[src/logic/scariv_conf_pkg.sv]
// Sizes and widths of the dispatch-to-writeback slice
// Imported by scariv_pkg and by any module that sizes ports or arrays
`default_nettype none

package scariv_conf_pkg;

  // Dispatch group
  localparam int DISP_SIZE = 2;

  // Datapath widths
  localparam int XLEN_W   = 32;
  localparam int FLEN_W   = 64;
  localparam int RNID_W   = 5;
  localparam int REG_NUM  = 1 << RNID_W;
  localparam int CMT_ID_W = 6;

  // Lanes, also the index of each lane's done report
  localparam int LANE_NUM = 2;
  localparam int ALU_LANE = 0;
  localparam int FPU_LANE = 1;

  // Register file ports, the last read port of each file is for the testbench
  localparam int INT_RD_PORT_NUM = 4;
  localparam int FP_RD_PORT_NUM  = 2;
  localparam int INT_WR_PORT_NUM = 2;
  localparam int FP_WR_PORT_NUM  = 1;

endpackage

`default_nettype wire

[src/logic/scariv_pkg.sv]
// Encodings and packed structs shared by the slice
// Covers dispatch slots, lane results, register writes and done reports
`default_nettype none

package scariv_pkg;

  import scariv_conf_pkg::*;

  // ----------------------------------------
  // Encodings
  // ----------------------------------------
  typedef enum logic [1:0] {
    CAT_ARITH,
    CAT_FPU_MV,
    CAT_OTHER
  } inst_cat_t;

  typedef enum logic [2:0] {
    ADD,
    ADDI,
    SUB,
    AND,
    OR,
    XOR,
    FMV_W_X,
    FMV_X_W
  } op_t;

  typedef enum logic {
    GPR,
    FPR
  } reg_t;

  typedef logic [RNID_W-1:0]   rnid_t;
  typedef logic [CMT_ID_W-1:0] cmt_id_t;
  typedef logic [XLEN_W-1:0]   int_data_t;
  typedef logic [FLEN_W-1:0]   fp_data_t;

  // ----------------------------------------
  // Dispatch
  // ----------------------------------------
  typedef struct packed {
    logic      valid;
    logic      illegal;
    inst_cat_t cat;
    op_t       op;
    reg_t      rd_type;
    rnid_t     rd_rnid;
    rnid_t     rs1_rnid;
    rnid_t     rs2_rnid;
    int_data_t imm;
    cmt_id_t   cmt_id;
  } disp_inst_t;

  typedef disp_inst_t [DISP_SIZE-1:0] disp_grp_t;

  // ----------------------------------------
  // Results and writeback
  // ----------------------------------------
  // Lane result, integer data sits in the low XLEN_W bits
  typedef struct packed {
    logic     valid;
    reg_t     rd_type;
    rnid_t    rd_rnid;
    fp_data_t rd_data;
  } phy_wr_t;

  typedef struct packed {
    logic      valid;
    rnid_t     rnid;
    int_data_t data;
  } int_regwr_t;

  typedef struct packed {
    logic     valid;
    rnid_t    rnid;
    fp_data_t data;
  } fp_regwr_t;

  typedef struct packed {
    logic    valid;
    cmt_id_t cmt_id;
  } done_rpt_t;

endpackage

`default_nettype wire

[src/logic/scariv_disp_steer.sv]
// Dispatch steering, combinational
// Picks for each lane the first usable slot of that lane's category
`timescale 1ns/1ns
`default_nettype none

module scariv_disp_steer (
  input  logic                   i_disp_valid,
  input  scariv_pkg::disp_grp_t  i_disp_grp,
  output scariv_pkg::disp_inst_t o_alu_issue,
  output scariv_pkg::disp_inst_t o_fpu_issue
);

  import scariv_conf_pkg::*;
  import scariv_pkg::*;

  // Slot may issue at all
  logic [DISP_SIZE-1:0] w_slot_ok;

  // Lowest matching slot wins, scan runs from the top so it overwrites last
  function automatic disp_inst_t pick_slot(input disp_grp_t grp,
                                           input logic [DISP_SIZE-1:0] ok,
                                           input inst_cat_t cat);
    disp_inst_t sel;
    sel = '0;
    for (int d = DISP_SIZE - 1; d >= 0; d--) begin
      if (ok[d] && (grp[d].cat == cat)) begin
        sel = grp[d];
      end
    end
    return sel;
  endfunction

  generate
    for (genvar d_idx = 0; d_idx < DISP_SIZE; d_idx++) begin : g_slot_ok
      assign w_slot_ok[d_idx] = i_disp_valid &
                                i_disp_grp[d_idx].valid &
                                !i_disp_grp[d_idx].illegal;
    end
  endgenerate

  // CAT_OTHER never matches, so those slots drop here
  assign o_alu_issue = pick_slot(i_disp_grp, w_slot_ok, CAT_ARITH);
  assign o_fpu_issue = pick_slot(i_disp_grp, w_slot_ok, CAT_FPU_MV);

endmodule

`default_nettype wire

[src/logic/scariv_alu_lane.sv]
// Integer ALU lane, three stages
// ex1 reads the GPR file, ex2 computes, ex3 holds the result for writeback
`timescale 1ns/1ns
`default_nettype none

module scariv_alu_lane (
  input  logic                  i_clk,
  input  logic                  i_rst,
  input  scariv_pkg::disp_inst_t i_issue,
  output scariv_pkg::rnid_t     o_rs1_rnid,
  output scariv_pkg::rnid_t     o_rs2_rnid,
  input  scariv_pkg::int_data_t i_rs1_data,
  input  scariv_pkg::int_data_t i_rs2_data,
  output scariv_pkg::phy_wr_t   o_ex3_phy_wr,
  output scariv_pkg::cmt_id_t   o_cmt_id
);

  import scariv_conf_pkg::*;
  import scariv_pkg::*;

  disp_inst_t r_ex1_issue;
  logic       r_ex2_valid;
  op_t        r_ex2_op;
  rnid_t      r_ex2_rd_rnid;
  cmt_id_t    r_ex2_cmt_id;
  int_data_t  r_ex2_rs1_data;
  int_data_t  r_ex2_rs2_data;
  int_data_t  w_ex2_result;

  // ex1
  always_ff @(posedge i_clk) begin
    if (i_rst) begin
      r_ex1_issue.valid <= 1'b0;
    end else begin
      r_ex1_issue <= i_issue;
    end
  end

  assign o_rs1_rnid = r_ex1_issue.rs1_rnid;
  assign o_rs2_rnid = r_ex1_issue.rs2_rnid;

  // ex2, imm replaces rs2 for ADDI
  always_ff @(posedge i_clk) begin
    if (i_rst) begin
      r_ex2_valid <= 1'b0;
    end else begin
      r_ex2_valid <= r_ex1_issue.valid;
    end
  end

  always_ff @(posedge i_clk) begin
    r_ex2_op       <= r_ex1_issue.op;
    r_ex2_rd_rnid  <= r_ex1_issue.rd_rnid;
    r_ex2_cmt_id   <= r_ex1_issue.cmt_id;
    r_ex2_rs1_data <= i_rs1_data;
    r_ex2_rs2_data <= (r_ex1_issue.op == ADDI) ? r_ex1_issue.imm : i_rs2_data;
  end

  always_comb begin
    case (r_ex2_op)
      SUB:     w_ex2_result = r_ex2_rs1_data - r_ex2_rs2_data;
      AND:     w_ex2_result = r_ex2_rs1_data & r_ex2_rs2_data;
      OR:      w_ex2_result = r_ex2_rs1_data | r_ex2_rs2_data;
      XOR:     w_ex2_result = r_ex2_rs1_data ^ r_ex2_rs2_data;
      default: w_ex2_result = r_ex2_rs1_data + r_ex2_rs2_data;
    endcase
  end

  // ex3
  always_ff @(posedge i_clk) begin
    if (i_rst) begin
      o_ex3_phy_wr.valid <= 1'b0;
    end else begin
      o_ex3_phy_wr.valid   <= r_ex2_valid;
      o_ex3_phy_wr.rd_type <= GPR;
      o_ex3_phy_wr.rd_rnid <= r_ex2_rd_rnid;
      o_ex3_phy_wr.rd_data <= {{(FLEN_W - XLEN_W){1'b0}}, w_ex2_result};
      o_cmt_id             <= r_ex2_cmt_id;
    end
  end

endmodule

`default_nettype wire

[src/logic/scariv_fpu_mv_lane.sv]
// FP move lane, three stages
// FMV_W_X NaN-boxes a GPR into an FPR, FMV_X_W moves an FPR low word to a GPR
`timescale 1ns/1ns
`default_nettype none

module scariv_fpu_mv_lane (
  input  logic                   i_clk,
  input  logic                   i_rst,
  input  scariv_pkg::disp_inst_t i_issue,
  output scariv_pkg::rnid_t      o_int_rs1_rnid,
  input  scariv_pkg::int_data_t  i_int_rs1_data,
  output scariv_pkg::rnid_t      o_fp_rs1_rnid,
  input  scariv_pkg::fp_data_t   i_fp_rs1_data,
  output scariv_pkg::phy_wr_t    o_ex3_phy_wr,
  output scariv_pkg::cmt_id_t    o_cmt_id
);

  import scariv_conf_pkg::*;
  import scariv_pkg::*;

  disp_inst_t r_ex1_issue;
  logic       r_ex2_valid;
  op_t        r_ex2_op;
  reg_t       r_ex2_rd_type;
  rnid_t      r_ex2_rd_rnid;
  cmt_id_t    r_ex2_cmt_id;
  int_data_t  r_ex2_src;
  fp_data_t   w_ex2_data;

  always_ff @(posedge i_clk) begin
    if (i_rst) begin
      r_ex1_issue.valid <= 1'b0;
    end else begin
      r_ex1_issue <= i_issue;
    end
  end

  // Both files see the same rs1, op picks which one is used
  assign o_int_rs1_rnid = r_ex1_issue.rs1_rnid;
  assign o_fp_rs1_rnid  = r_ex1_issue.rs1_rnid;

  always_ff @(posedge i_clk) begin
    if (i_rst) begin
      r_ex2_valid <= 1'b0;
    end else begin
      r_ex2_valid <= r_ex1_issue.valid;
    end
  end

  always_ff @(posedge i_clk) begin
    r_ex2_op      <= r_ex1_issue.op;
    r_ex2_rd_type <= r_ex1_issue.rd_type;
    r_ex2_rd_rnid <= r_ex1_issue.rd_rnid;
    r_ex2_cmt_id  <= r_ex1_issue.cmt_id;
    r_ex2_src     <= (r_ex1_issue.op == FMV_W_X) ? i_int_rs1_data :
                                                   i_fp_rs1_data[XLEN_W-1:0];
  end

  // Upper word all ones marks a boxed single
  assign w_ex2_data = (r_ex2_op == FMV_W_X) ? {{(FLEN_W - XLEN_W){1'b1}}, r_ex2_src} :
                                             {{(FLEN_W - XLEN_W){1'b0}}, r_ex2_src};

  always_ff @(posedge i_clk) begin
    if (i_rst) begin
      o_ex3_phy_wr.valid <= 1'b0;
    end else begin
      o_ex3_phy_wr.valid   <= r_ex2_valid;
      o_ex3_phy_wr.rd_type <= r_ex2_rd_type;
      o_ex3_phy_wr.rd_rnid <= r_ex2_rd_rnid;
      o_ex3_phy_wr.rd_data <= w_ex2_data;
      o_cmt_id             <= r_ex2_cmt_id;
    end
  end

endmodule

`default_nettype wire

[src/logic/scariv_phy_registers.sv]
// Physical register file, 32 entries of DATA_T
// Serves both the GPR and the FPR file; reads are combinational
`timescale 1ns/1ns
`default_nettype none

module scariv_phy_registers #(
  parameter type DATA_T       = scariv_pkg::int_data_t,
  parameter int  RD_PORT_SIZE = 1,
  parameter int  WR_PORT_SIZE = 1
) (
  input  logic              i_clk,
  input  logic              i_rst,
  input  logic              i_wr_valid[WR_PORT_SIZE],
  input  scariv_pkg::rnid_t i_wr_rnid [WR_PORT_SIZE],
  input  DATA_T             i_wr_data [WR_PORT_SIZE],
  input  scariv_pkg::rnid_t i_rd_rnid [RD_PORT_SIZE],
  output DATA_T             o_rd_data [RD_PORT_SIZE]
);

  import scariv_conf_pkg::*;

  DATA_T r_regs[REG_NUM];

  // Later ports overwrite earlier ones on a same-index write
  always_ff @(posedge i_clk) begin
    if (i_rst) begin
      for (int r = 0; r < REG_NUM; r++) begin
        r_regs[r] <= '0;
      end
    end else begin
      for (int w = 0; w < WR_PORT_SIZE; w++) begin
        if (i_wr_valid[w]) begin
          r_regs[i_wr_rnid[w]] <= i_wr_data[w];
        end
      end
    end
  end

  // No bypass, a write shows up the cycle after its edge
  generate
    for (genvar p_idx = 0; p_idx < RD_PORT_SIZE; p_idx++) begin : g_rd
      assign o_rd_data[p_idx] = r_regs[i_rd_rnid[p_idx]];
    end
  endgenerate

endmodule

`default_nettype wire

[src/logic/scariv_wb_merge.sv]
// Writeback merger
// Routes lane results to GPR/FPR write ports by rd_type and registers one
// done report per lane in the same cycle as the writes
`timescale 1ns/1ns
`default_nettype none

module scariv_wb_merge (
  input  logic                   i_clk,
  input  logic                   i_rst,
  input  scariv_pkg::phy_wr_t    i_alu_wr,
  input  scariv_pkg::phy_wr_t    i_fpu_wr,
  input  scariv_pkg::cmt_id_t    i_alu_cmt_id,
  input  scariv_pkg::cmt_id_t    i_fpu_cmt_id,
  output scariv_pkg::int_regwr_t o_int_regwrite[scariv_conf_pkg::INT_WR_PORT_NUM],
  output scariv_pkg::fp_regwr_t  o_fp_regwrite [scariv_conf_pkg::FP_WR_PORT_NUM],
  output scariv_pkg::done_rpt_t  o_done_rpt    [scariv_conf_pkg::LANE_NUM]
);

  import scariv_conf_pkg::*;
  import scariv_pkg::*;

  int_regwr_t w_int_next [INT_WR_PORT_NUM];
  fp_regwr_t  w_fp_next  [FP_WR_PORT_NUM];
  done_rpt_t  w_done_next[LANE_NUM];

  // ----------------------------------------
  // Routing
  // ----------------------------------------
  always_comb begin
    // ALU always targets the GPR file
    w_int_next[ALU_LANE].valid = i_alu_wr.valid;
    w_int_next[ALU_LANE].rnid  = i_alu_wr.rd_rnid;
    w_int_next[ALU_LANE].data  = i_alu_wr.rd_data[XLEN_W-1:0];

    w_int_next[FPU_LANE].valid = i_fpu_wr.valid & (i_fpu_wr.rd_type == GPR);
    w_int_next[FPU_LANE].rnid  = i_fpu_wr.rd_rnid;
    w_int_next[FPU_LANE].data  = i_fpu_wr.rd_data[XLEN_W-1:0];

    w_fp_next[0].valid = i_fpu_wr.valid & (i_fpu_wr.rd_type == FPR);
    w_fp_next[0].rnid  = i_fpu_wr.rd_rnid;
    w_fp_next[0].data  = i_fpu_wr.rd_data;

    w_done_next[ALU_LANE].valid  = i_alu_wr.valid;
    w_done_next[ALU_LANE].cmt_id = i_alu_cmt_id;
    w_done_next[FPU_LANE].valid  = i_fpu_wr.valid;
    w_done_next[FPU_LANE].cmt_id = i_fpu_cmt_id;
  end

  // ----------------------------------------
  // Output registers
  // ----------------------------------------
  always_ff @(posedge i_clk) begin
    if (i_rst) begin
      for (int p = 0; p < INT_WR_PORT_NUM; p++) begin
        o_int_regwrite[p].valid <= 1'b0;
      end
      for (int p = 0; p < FP_WR_PORT_NUM; p++) begin
        o_fp_regwrite[p].valid <= 1'b0;
      end
      for (int l = 0; l < LANE_NUM; l++) begin
        o_done_rpt[l].valid <= 1'b0;
      end
    end else begin
      o_int_regwrite <= w_int_next;
      o_fp_regwrite  <= w_fp_next;
      o_done_rpt     <= w_done_next;
    end
  end

endmodule

`default_nettype wire

[src/logic/scariv_tile.sv]
// Top of the dispatch-to-writeback slice
// Steering, the ALU and FP move lanes, writeback merge and both register
// files; the last read port of each file is brought out for inspection
`timescale 1ns/1ns
`default_nettype none

module scariv_tile (
  input  logic                  i_clk,
  input  logic                  i_rst,
  input  logic                  i_disp_valid,
  input  scariv_pkg::disp_grp_t i_disp_grp,
  input  scariv_pkg::rnid_t     i_int_rd_rnid,
  output scariv_pkg::int_data_t o_int_rd_data,
  input  scariv_pkg::rnid_t     i_fp_rd_rnid,
  output scariv_pkg::fp_data_t  o_fp_rd_data,
  output scariv_pkg::done_rpt_t o_done_rpt[scariv_conf_pkg::LANE_NUM]
);

  import scariv_conf_pkg::*;
  import scariv_pkg::*;

  disp_inst_t w_alu_issue;
  disp_inst_t w_fpu_issue;
  phy_wr_t    w_alu_phy_wr;
  phy_wr_t    w_fpu_phy_wr;
  cmt_id_t    w_alu_cmt_id;
  cmt_id_t    w_fpu_cmt_id;

  // Int read ports: ALU rs1, ALU rs2, FPU int rs1, top level
  rnid_t      w_int_rd_rnid[INT_RD_PORT_NUM];
  int_data_t  w_int_rd_data[INT_RD_PORT_NUM];
  // FP read ports: FPU fp rs1, top level
  rnid_t      w_fp_rd_rnid [FP_RD_PORT_NUM];
  fp_data_t   w_fp_rd_data [FP_RD_PORT_NUM];

  int_regwr_t w_int_regwrite[INT_WR_PORT_NUM];
  fp_regwr_t  w_fp_regwrite [FP_WR_PORT_NUM];
  logic       w_int_wr_valid[INT_WR_PORT_NUM];
  rnid_t      w_int_wr_rnid [INT_WR_PORT_NUM];
  int_data_t  w_int_wr_data [INT_WR_PORT_NUM];
  logic       w_fp_wr_valid [FP_WR_PORT_NUM];
  rnid_t      w_fp_wr_rnid  [FP_WR_PORT_NUM];
  fp_data_t   w_fp_wr_data  [FP_WR_PORT_NUM];

  assign w_int_rd_rnid[INT_RD_PORT_NUM-1] = i_int_rd_rnid;
  assign o_int_rd_data = w_int_rd_data[INT_RD_PORT_NUM-1];
  assign w_fp_rd_rnid[FP_RD_PORT_NUM-1] = i_fp_rd_rnid;
  assign o_fp_rd_data = w_fp_rd_data[FP_RD_PORT_NUM-1];

  generate
    for (genvar p_idx = 0; p_idx < INT_WR_PORT_NUM; p_idx++) begin : g_int_wr
      assign w_int_wr_valid[p_idx] = w_int_regwrite[p_idx].valid;
      assign w_int_wr_rnid[p_idx]  = w_int_regwrite[p_idx].rnid;
      assign w_int_wr_data[p_idx]  = w_int_regwrite[p_idx].data;
    end
    for (genvar p_idx = 0; p_idx < FP_WR_PORT_NUM; p_idx++) begin : g_fp_wr
      assign w_fp_wr_valid[p_idx] = w_fp_regwrite[p_idx].valid;
      assign w_fp_wr_rnid[p_idx]  = w_fp_regwrite[p_idx].rnid;
      assign w_fp_wr_data[p_idx]  = w_fp_regwrite[p_idx].data;
    end
  endgenerate

  scariv_disp_steer u_disp_steer (
    .i_disp_valid (i_disp_valid),
    .i_disp_grp   (i_disp_grp),
    .o_alu_issue  (w_alu_issue),
    .o_fpu_issue  (w_fpu_issue)
  );

  scariv_alu_lane u_alu_lane (
    .i_clk        (i_clk),
    .i_rst        (i_rst),
    .i_issue      (w_alu_issue),
    .o_rs1_rnid   (w_int_rd_rnid[0]),
    .o_rs2_rnid   (w_int_rd_rnid[1]),
    .i_rs1_data   (w_int_rd_data[0]),
    .i_rs2_data   (w_int_rd_data[1]),
    .o_ex3_phy_wr (w_alu_phy_wr),
    .o_cmt_id     (w_alu_cmt_id)
  );

  scariv_fpu_mv_lane u_fpu_mv_lane (
    .i_clk          (i_clk),
    .i_rst          (i_rst),
    .i_issue        (w_fpu_issue),
    .o_int_rs1_rnid (w_int_rd_rnid[2]),
    .i_int_rs1_data (w_int_rd_data[2]),
    .o_fp_rs1_rnid  (w_fp_rd_rnid[0]),
    .i_fp_rs1_data  (w_fp_rd_data[0]),
    .o_ex3_phy_wr   (w_fpu_phy_wr),
    .o_cmt_id       (w_fpu_cmt_id)
  );

  scariv_wb_merge u_wb_merge (
    .i_clk          (i_clk),
    .i_rst          (i_rst),
    .i_alu_wr       (w_alu_phy_wr),
    .i_fpu_wr       (w_fpu_phy_wr),
    .i_alu_cmt_id   (w_alu_cmt_id),
    .i_fpu_cmt_id   (w_fpu_cmt_id),
    .o_int_regwrite (w_int_regwrite),
    .o_fp_regwrite  (w_fp_regwrite),
    .o_done_rpt     (o_done_rpt)
  );

  scariv_phy_registers #(
    .DATA_T       (int_data_t),
    .RD_PORT_SIZE (INT_RD_PORT_NUM),
    .WR_PORT_SIZE (INT_WR_PORT_NUM)
  ) u_int_phy_registers (
    .i_clk      (i_clk),
    .i_rst      (i_rst),
    .i_wr_valid (w_int_wr_valid),
    .i_wr_rnid  (w_int_wr_rnid),
    .i_wr_data  (w_int_wr_data),
    .i_rd_rnid  (w_int_rd_rnid),
    .o_rd_data  (w_int_rd_data)
  );

  scariv_phy_registers #(
    .DATA_T       (fp_data_t),
    .RD_PORT_SIZE (FP_RD_PORT_NUM),
    .WR_PORT_SIZE (FP_WR_PORT_NUM)
  ) u_fp_phy_registers (
    .i_clk      (i_clk),
    .i_rst      (i_rst),
    .i_wr_valid (w_fp_wr_valid),
    .i_wr_rnid  (w_fp_wr_rnid),
    .i_wr_data  (w_fp_wr_data),
    .i_rd_rnid  (w_fp_rd_rnid),
    .o_rd_data  (w_fp_rd_data)
  );

endmodule

`default_nettype wire

[config.mk]
export PLATFORM = sky130hd
export DESIGN_NAME = scariv_tile
export DESIGN_NICKNAME = d
export VERILOG_FILES = /design/src/logic/scariv_conf_pkg.sv /design/src/logic/scariv_pkg.sv /design/src/logic/scariv_disp_steer.sv /design/src/logic/scariv_alu_lane.sv /design/src/logic/scariv_fpu_mv_lane.sv /design/src/logic/scariv_phy_registers.sv /design/src/logic/scariv_wb_merge.sv /design/src/logic/scariv_tile.sv
export SDC_FILE = /design/constraint.sdc
export NUM_CORES = 2
export LEC_CHECK = 0
export BUFFER_PORTS_ARGS = -buffer_cell sky130_fd_sc_hd__buf_4
export CAP_MARGIN = 0
export CORE_MARGIN = 5
export CORE_UTILIZATION = 25
export DETAILED_ROUTE_END_ITERATION = 6
export PLACE_DENSITY_LB_ADDON = 0.12
export SETUP_SLACK_MARGIN = 0.1
export SKIP_CTS_REPAIR_TIMING = 1
export SLEW_MARGIN = 0
export SYNTH_ARGS = -nofsm -noshare
export SYNTH_HDL_FRONTEND = slang
export SYNTH_SLANG_ARGS = --single-unit
[constraint.sdc]
create_clock -name i_clk -period 18.25 [get_ports i_clk]
set_input_delay 0.9125 -clock i_clk [delete_from_list [all_inputs] [get_ports i_clk]]
set_output_delay 0.9125 -clock i_clk [all_outputs]
set_load 0.01 [all_outputs]
; Word level (Yosys, flattened, before mapping)
; Memory sizes are Yosys's and may differ from the RTL's. A register that Yosys moved wholly into a read port is not among the register bits.
; Cells that the tools add are included.
[op_classes]
bitwise_logic = 10
n_reduce_logical = 11
addsub = 2
eq_ne = 9
muxes = 31
[op_table]
columns = cell, count
row1 = 61-bit 2-to-1 mux, 4
row2 = 32-bit 2-to-1 mux, 4
row3 = 64-bit 2-to-1 mux, 2
row4 = 32-bit case mux with 4 select lines, 1
row5 = 32-bit OR reduction, 2
row6 = 64-bit OR reduction, 1
row7 = 32-bit adder, 1
row8 = 32-bit AND, 1
row9 = 32-bit OR, 1
row10 = 32-bit subtractor, 1
row11 = 32-bit XOR, 1
row12 = 5-bit 2-to-1 mux, 6
row13 = 1-bit 2-to-1 mux, 14
row14 = "3-bit == test, second input constant", 4
row15 = 1-bit AND, 6
row16 = "3-bit by 2-bit == test with 1-bit output, second input constant", 2
row17 = "2-bit by 1-bit == test with 1-bit output, second input constant", 2
row18 = 1-bit logical AND, 4
row19 = 2-bit logical NOT, 2
row20 = "3-bit by 1-bit == test with 1-bit output, second input constant", 1
row21 = 1-bit logical NOT, 2
row22 = 1-bit NOT, 1
[word_totals]
wordCells = 109
mem_count = 2
ram_bits = 3072
register_bits = 448
output_inout_bits = 110
[memory_table]
columns = name, depth, width, rd, rd_ports_with_merged_regs, wr, line_no
row1 = u_fp_phy_registers.r_regs, 32, 64, 2, 1, 32, scariv_phy_registers.sv:22  ; DATA_T r_regs[REG_NUM];
row2 = u_int_phy_registers.r_regs, 32, 32, 4, 3, 32, scariv_phy_registers.sv:22

; Depth between registers and ports, before layout
[depth]
word_depth = 6
mapped_depth = 18

; By module
; Synthesis repeated with hierarchy kept, for this count alone.
[hier_totals]
cells_unflattened = 15796
area_unflattened_um2 = 204212.1
[modules_own_cells]
columns = mod, cells_per_inst, seq_area_each_um2, instances, area_each_um2
row1 = scariv_phy_registers at u_fp_phy_registers, 7072, 61499.0, 1, 107279.1
row2 = scariv_phy_registers at u_int_phy_registers, 7237, 30749.5, 1, 77301.6
row3 = scariv_alu_lane, 843, 4594.4, 1, 9494.1
row4 = scariv_wb_merge, 165, 3623.5, 1, 3947.5
row5 = scariv_fpu_mv_lane, 198, 2952.8, 1, 3817.4
row6 = scariv_disp_steer, 281, 0.0, 1, 2372.3

; Worst setup path after synthesis
; Ideal clock, no wire load.
[synth_path]
path_type = input-to-reg
from = input port i_rst
to = memory u_fp_phy_registers.r_regs[0][0] (netlist bit), enable pin
t_required_ns = 17.301
path_stages = 5
slack_ns = 2.325
setup_ns = 0.949
t_arrival_ns = 14.976
cell_sequence = clkbuf_1 -> inv_2 -> buf_1 -> clkbuf_1 -> o21ai_0
[synth_lines]
columns = element, line_no
row1 = "start, declared", scariv_tile.sv:9  ; input logic i_rst,
row2 = "end, declared", scariv_phy_registers.sv:22

==> impl_metrics.toml <==
[outcome]
run_status = "finished, final reports clean"

[cts]
cts-buffers-inserted = 312
clk_pin_slew_ns = 0.06
clk_path_buf_depth = 4
tritoncts = "built"
tritoncts_num_sinks = 2476
clock_latency_ns = 1.02
ctsRootBufferMaster = "sky130_fd_sc_hd__clkbuf_16"
cts.htree.levels = 5

[timing]
finalCriticalPeriod_ns = 6.29
timing.fmax_mhz = 159
worst_hold_slack_ns = 0.211
max_slew_margin = 0.0155
drv_slew = 0
report.final.setup_viol = 0
rsz0062_at_grt = "false"
finalHoldViolations = 0
setup_total_negative_slack_ns = 0
worst_clock_skew_ns = 0.0668
postLayoutSetupSlackWorst_ns = 11.96
tightestPinTransition_ns = 1.48
layout_worst_path_cycle_share = 0.344

[global_route]
aggregate_global_routing_overflow = 0
first_global_vias = 97841
grt_first_pass_wirelength_microns = 987000
grt_antenna_before_repair = 114
grt_start_max_net_pins = 94
grt_usage = 0.247

[power]
power_per_cell_area_mw_per_mm2 = 95.2
total_leakage_power_nw = 55.8
power.total_mw = 15.9
vdd_drop_max_v = 0.0000722

[yosys]
portion_of_the_post_synthesis_area_used_by_sequential_elements = 0.502
syn_inst = 8902
ys_async_sr_fraction = 0
synth-warning-count = 0
synth_seq_cells = 2476
synthDistinctLibCells = 61
total_nets_after_synthesis = 9134
synthFlopType = "sky130_fd_sc_hd__edfxtp_1"
post_synthesis_mean_instance_area_sq_um = 16.3
synth.cell_area_sq_mm = 0.145
edff_count_synth = 2331

[run]
drv.max_cap_violation_count = 0

[setup_path]
timing_endpoint_of_the_critical_path = "u_fpu_mv_lane.r_ex2_src[24]"
ff2ff_path_depth = 10
ff2ff_setup_slack_ns = 11.96
timing.critical_path.from_type = "register"
largest_driver_fanout_on_the_critical_path = 55
worst-endpoint-required_ns = 19.07
critPathCaptureType = "register"
r2r_end = "u_fpu_mv_lane.r_ex2_src[24]"
timing.critical_path.arrival_ns = 7.11
path_class = "reg -> reg"

[floorplan]
num_rows = 280
fp.coreArea_sq_mm = 0.580
initial_utilization = 0.250
pin_count = 245
fp.dieH_microns = 772
die_w_microns = 772
die_area_sq_mm = 0.596

[placed_design]
detailedPlacementHpwl_microns = 439000
dpl.cell_count = 16153
detailedPlace.worstSlack_ns = 11.77
post_dp_cell_area_sq_mm = 0.157
gpl.final_weighted_congestion = 0.836
port_buffers = 244

[drt]
overall_via_count_from_detail_route = 99760
drt_first_iter_violations = 14582
route.detailed.drc = 0
detail_route.vias_per_cell = 5.95
antenna_left = 0
drt_pass1_iterations = 6
route.final.wire_length_microns = 756000
routedWlPerCell_microns = 45.1

[cells_and_area]
final_net_count = 8945
finalCoreUtilization = 0.289
layout-area-overhead-vs-synth_pct = 15.2
post_route_cells_drive_above_1_share = 0.377
finish.instance_area_sq_mm = 0.167
final_cells = 16775

[hold_path]
hp-class = "in -> reg"
==> where the power goes <==
part | total, mW | internal, mW | leakage [nW] | switching, mW
clock network | 6.45 | 3.72 | 4.99 | 2.72
logic | 2.63 | 1.02 | 25.7 | 1.61
registers | 6.86 | 6.51 | 25.2 | 0.356
total | 15.9 | 11.2 | 55.8 | 4.69
==> area by class of cell <==
| type | count | area, sq um |
|---|---|---|
| antenna | 53 | 133 |
| sequential | 2476 | 72900 |
| inverter | 79 | 304 |
| fill | 57448 | 413000 |
| tap | 7755 | 9700 |
| multi-input combinational | 5169 | 68900 |
| timing repair buffer | 675 | 5190 |
| clock inverter | 166 | 1780 |
| clock buffer | 402 | 8470 |
==> worst max-delay path, cell delays in order, from the launching register on <==
cell and delay (ns):
sky130_fd_sc_hd__dfxtp_4 0.64, sky130_fd_sc_hd__buf_4 0.75, sky130_fd_sc_hd__buf_4 0.78, sky130_fd_sc_hd__buf_4 0.66
sky130_fd_sc_hd__buf_4 0.85, sky130_fd_sc_hd__buf_4 0.78, sky130_fd_sc_hd__mux4_2 0.43, sky130_fd_sc_hd__mux4_2 0.50
sky130_fd_sc_hd__mux2_2 0.28, sky130_fd_sc_hd__nand2_1 0.09, sky130_fd_sc_hd__o21ai_0 0.10
==> cell usage in the layout, fill, tap and decap left out, types with 48 or more instances in the layout <==
cell	count
sky130_fd_sc_hd__o21ai_4	64
sky130_fd_sc_hd__and2_1	1059
sky130_fd_sc_hd__nor2_1	74
sky130_fd_sc_hd__clkinv_2	52
sky130_fd_sc_hd__nor2_4	67
sky130_fd_sc_hd__a21oi_1	59
sky130_fd_sc_hd__a22o_1	1100
sky130_fd_sc_hd__nand2_1	113
sky130_fd_sc_hd__mux2_2	112
sky130_fd_sc_hd__mux4_2	1938
sky130_fd_sc_hd__buf_4	662
sky130_fd_sc_hd__dfxtp_1	134
sky130_fd_sc_hd__o21ai_0	100
sky130_fd_sc_hd__inv_1	78
sky130_fd_sc_hd__diode_2	53
sky130_fd_sc_hd__clkinv_1	48
sky130_fd_sc_hd__edfxtp_1	2331
sky130_fd_sc_hd__mux2i_1	60
sky130_fd_sc_hd__clkbuf_16	322
sky130_fd_sc_hd__ha_1	96
sky130_fd_sc_hd__clkbuf_1	69
==> how the worst min path moves through the flow <==
stage / start / end / slack (ns) / cells past startpoint
4_1_cts: i_disp_grp[110] / u_alu_lane.r_ex1_issue[49] / 0.13 / 2
3_5_place_dp: u_alu_lane.r_ex1_issue[50] / u_alu_lane.r_ex2_rd_rnid[2] / 0.33 / 0
2_1_floorplan: u_alu_lane.r_ex1_issue[0] / u_alu_lane.r_ex2_cmt_id[0] / 0.32 / 0
6_report: i_disp_grp[110] / u_alu_lane.r_ex1_issue[49] / 0.21 / 2
5_1_grt: i_disp_grp[110] / u_alu_lane.r_ex1_issue[49] / 0.17 / 2
3_3_place_gp: u_alu_lane.r_ex1_issue[0] / u_alu_lane.r_ex2_cmt_id[0] / 0.33 / 0
==> cell usage after synthesis, drive strengths merged, types with 10 or more instances <==
cell type / number / area, sq um
nor2b: 30 / 188
nand2: 113 / 424
mux2i: 65 / 651
mux2: 112 / 1260
a21o: 20 / 150
dfxtp: 145 / 2900
mux4: 1938 / 43600
o21ai: 164 / 821
a21oi: 59 / 295
xnor2: 41 / 359
a211oi: 28 / 210
and2: 1059 / 6630
buf: 285 / 1330
a31oi: 11 / 68.8
nor3: 40 / 200
nand3b: 10 / 75.1
clkbuf: 893 / 3350
nor2: 144 / 548
o22ai: 10 / 62.6
edfxtp: 2331 / 70000
nor4: 10 / 62.6
inv: 79 / 297
xor2: 13 / 114
a22oi: 18 / 135
a22o: 1100 / 9630
ha: 96 / 1200
nand3: 20 / 100
==> logic make-up (layout without fill, tap and decap cells) <==
| logic type | Yosys count | in the layout | share of synthesized area |
|---|---|---|---|
| mux | 2115 | 2115 | 0.314 |
| compound gates | 1448 | 1448 | 0.0805 |
| other cells | 0 | 53 | 0 |
| xor+xnor | 54 | 54 | 0.00326 |
| fa+ha+maj | 97 | 97 | 0.00841 |
| simple gates | 1455 | 1455 | 0.0581 |
| flops | 2476 | 2476 | 0.502 |
| buf+inv | 1257 | 1322 | 0.0342 |
==> metal layers <==
layer,GRT usage,wire length [microns],vias up
li1,-,-,36770
met1,0.321,297000,54523
met2,0.391,348000,7008
met3,0.0655,75500,1435
met4,0.102,36300,24
met5,0.000638,193,-
==> registers in the layout (all words and copies together) (netlist names), 13 cells and up, named ones only <==
name                        cells
u_wb_merge.o_done_rpt          13
u_alu_lane.r_ex1_issue         47
u_fp_phy_registers.r_regs    1056
u_int_phy_registers.r_regs   1024
u_fpu_mv_lane.r_ex2_src        32
u_wb_merge.o_fp_regwrite       34
u_alu_lane.r_ex2_rs1_data      32
u_fpu_mv_lane.r_ex1_issue      16
u_fpu_mv_lane.o_ex3_phy_wr     40
u_alu_lane.r_ex2_rs2_data      32
u_alu_lane.o_ex3_phy_wr        38
u_wb_merge.o_int_regwrite      44
Power figures use the tool's default switching activity.
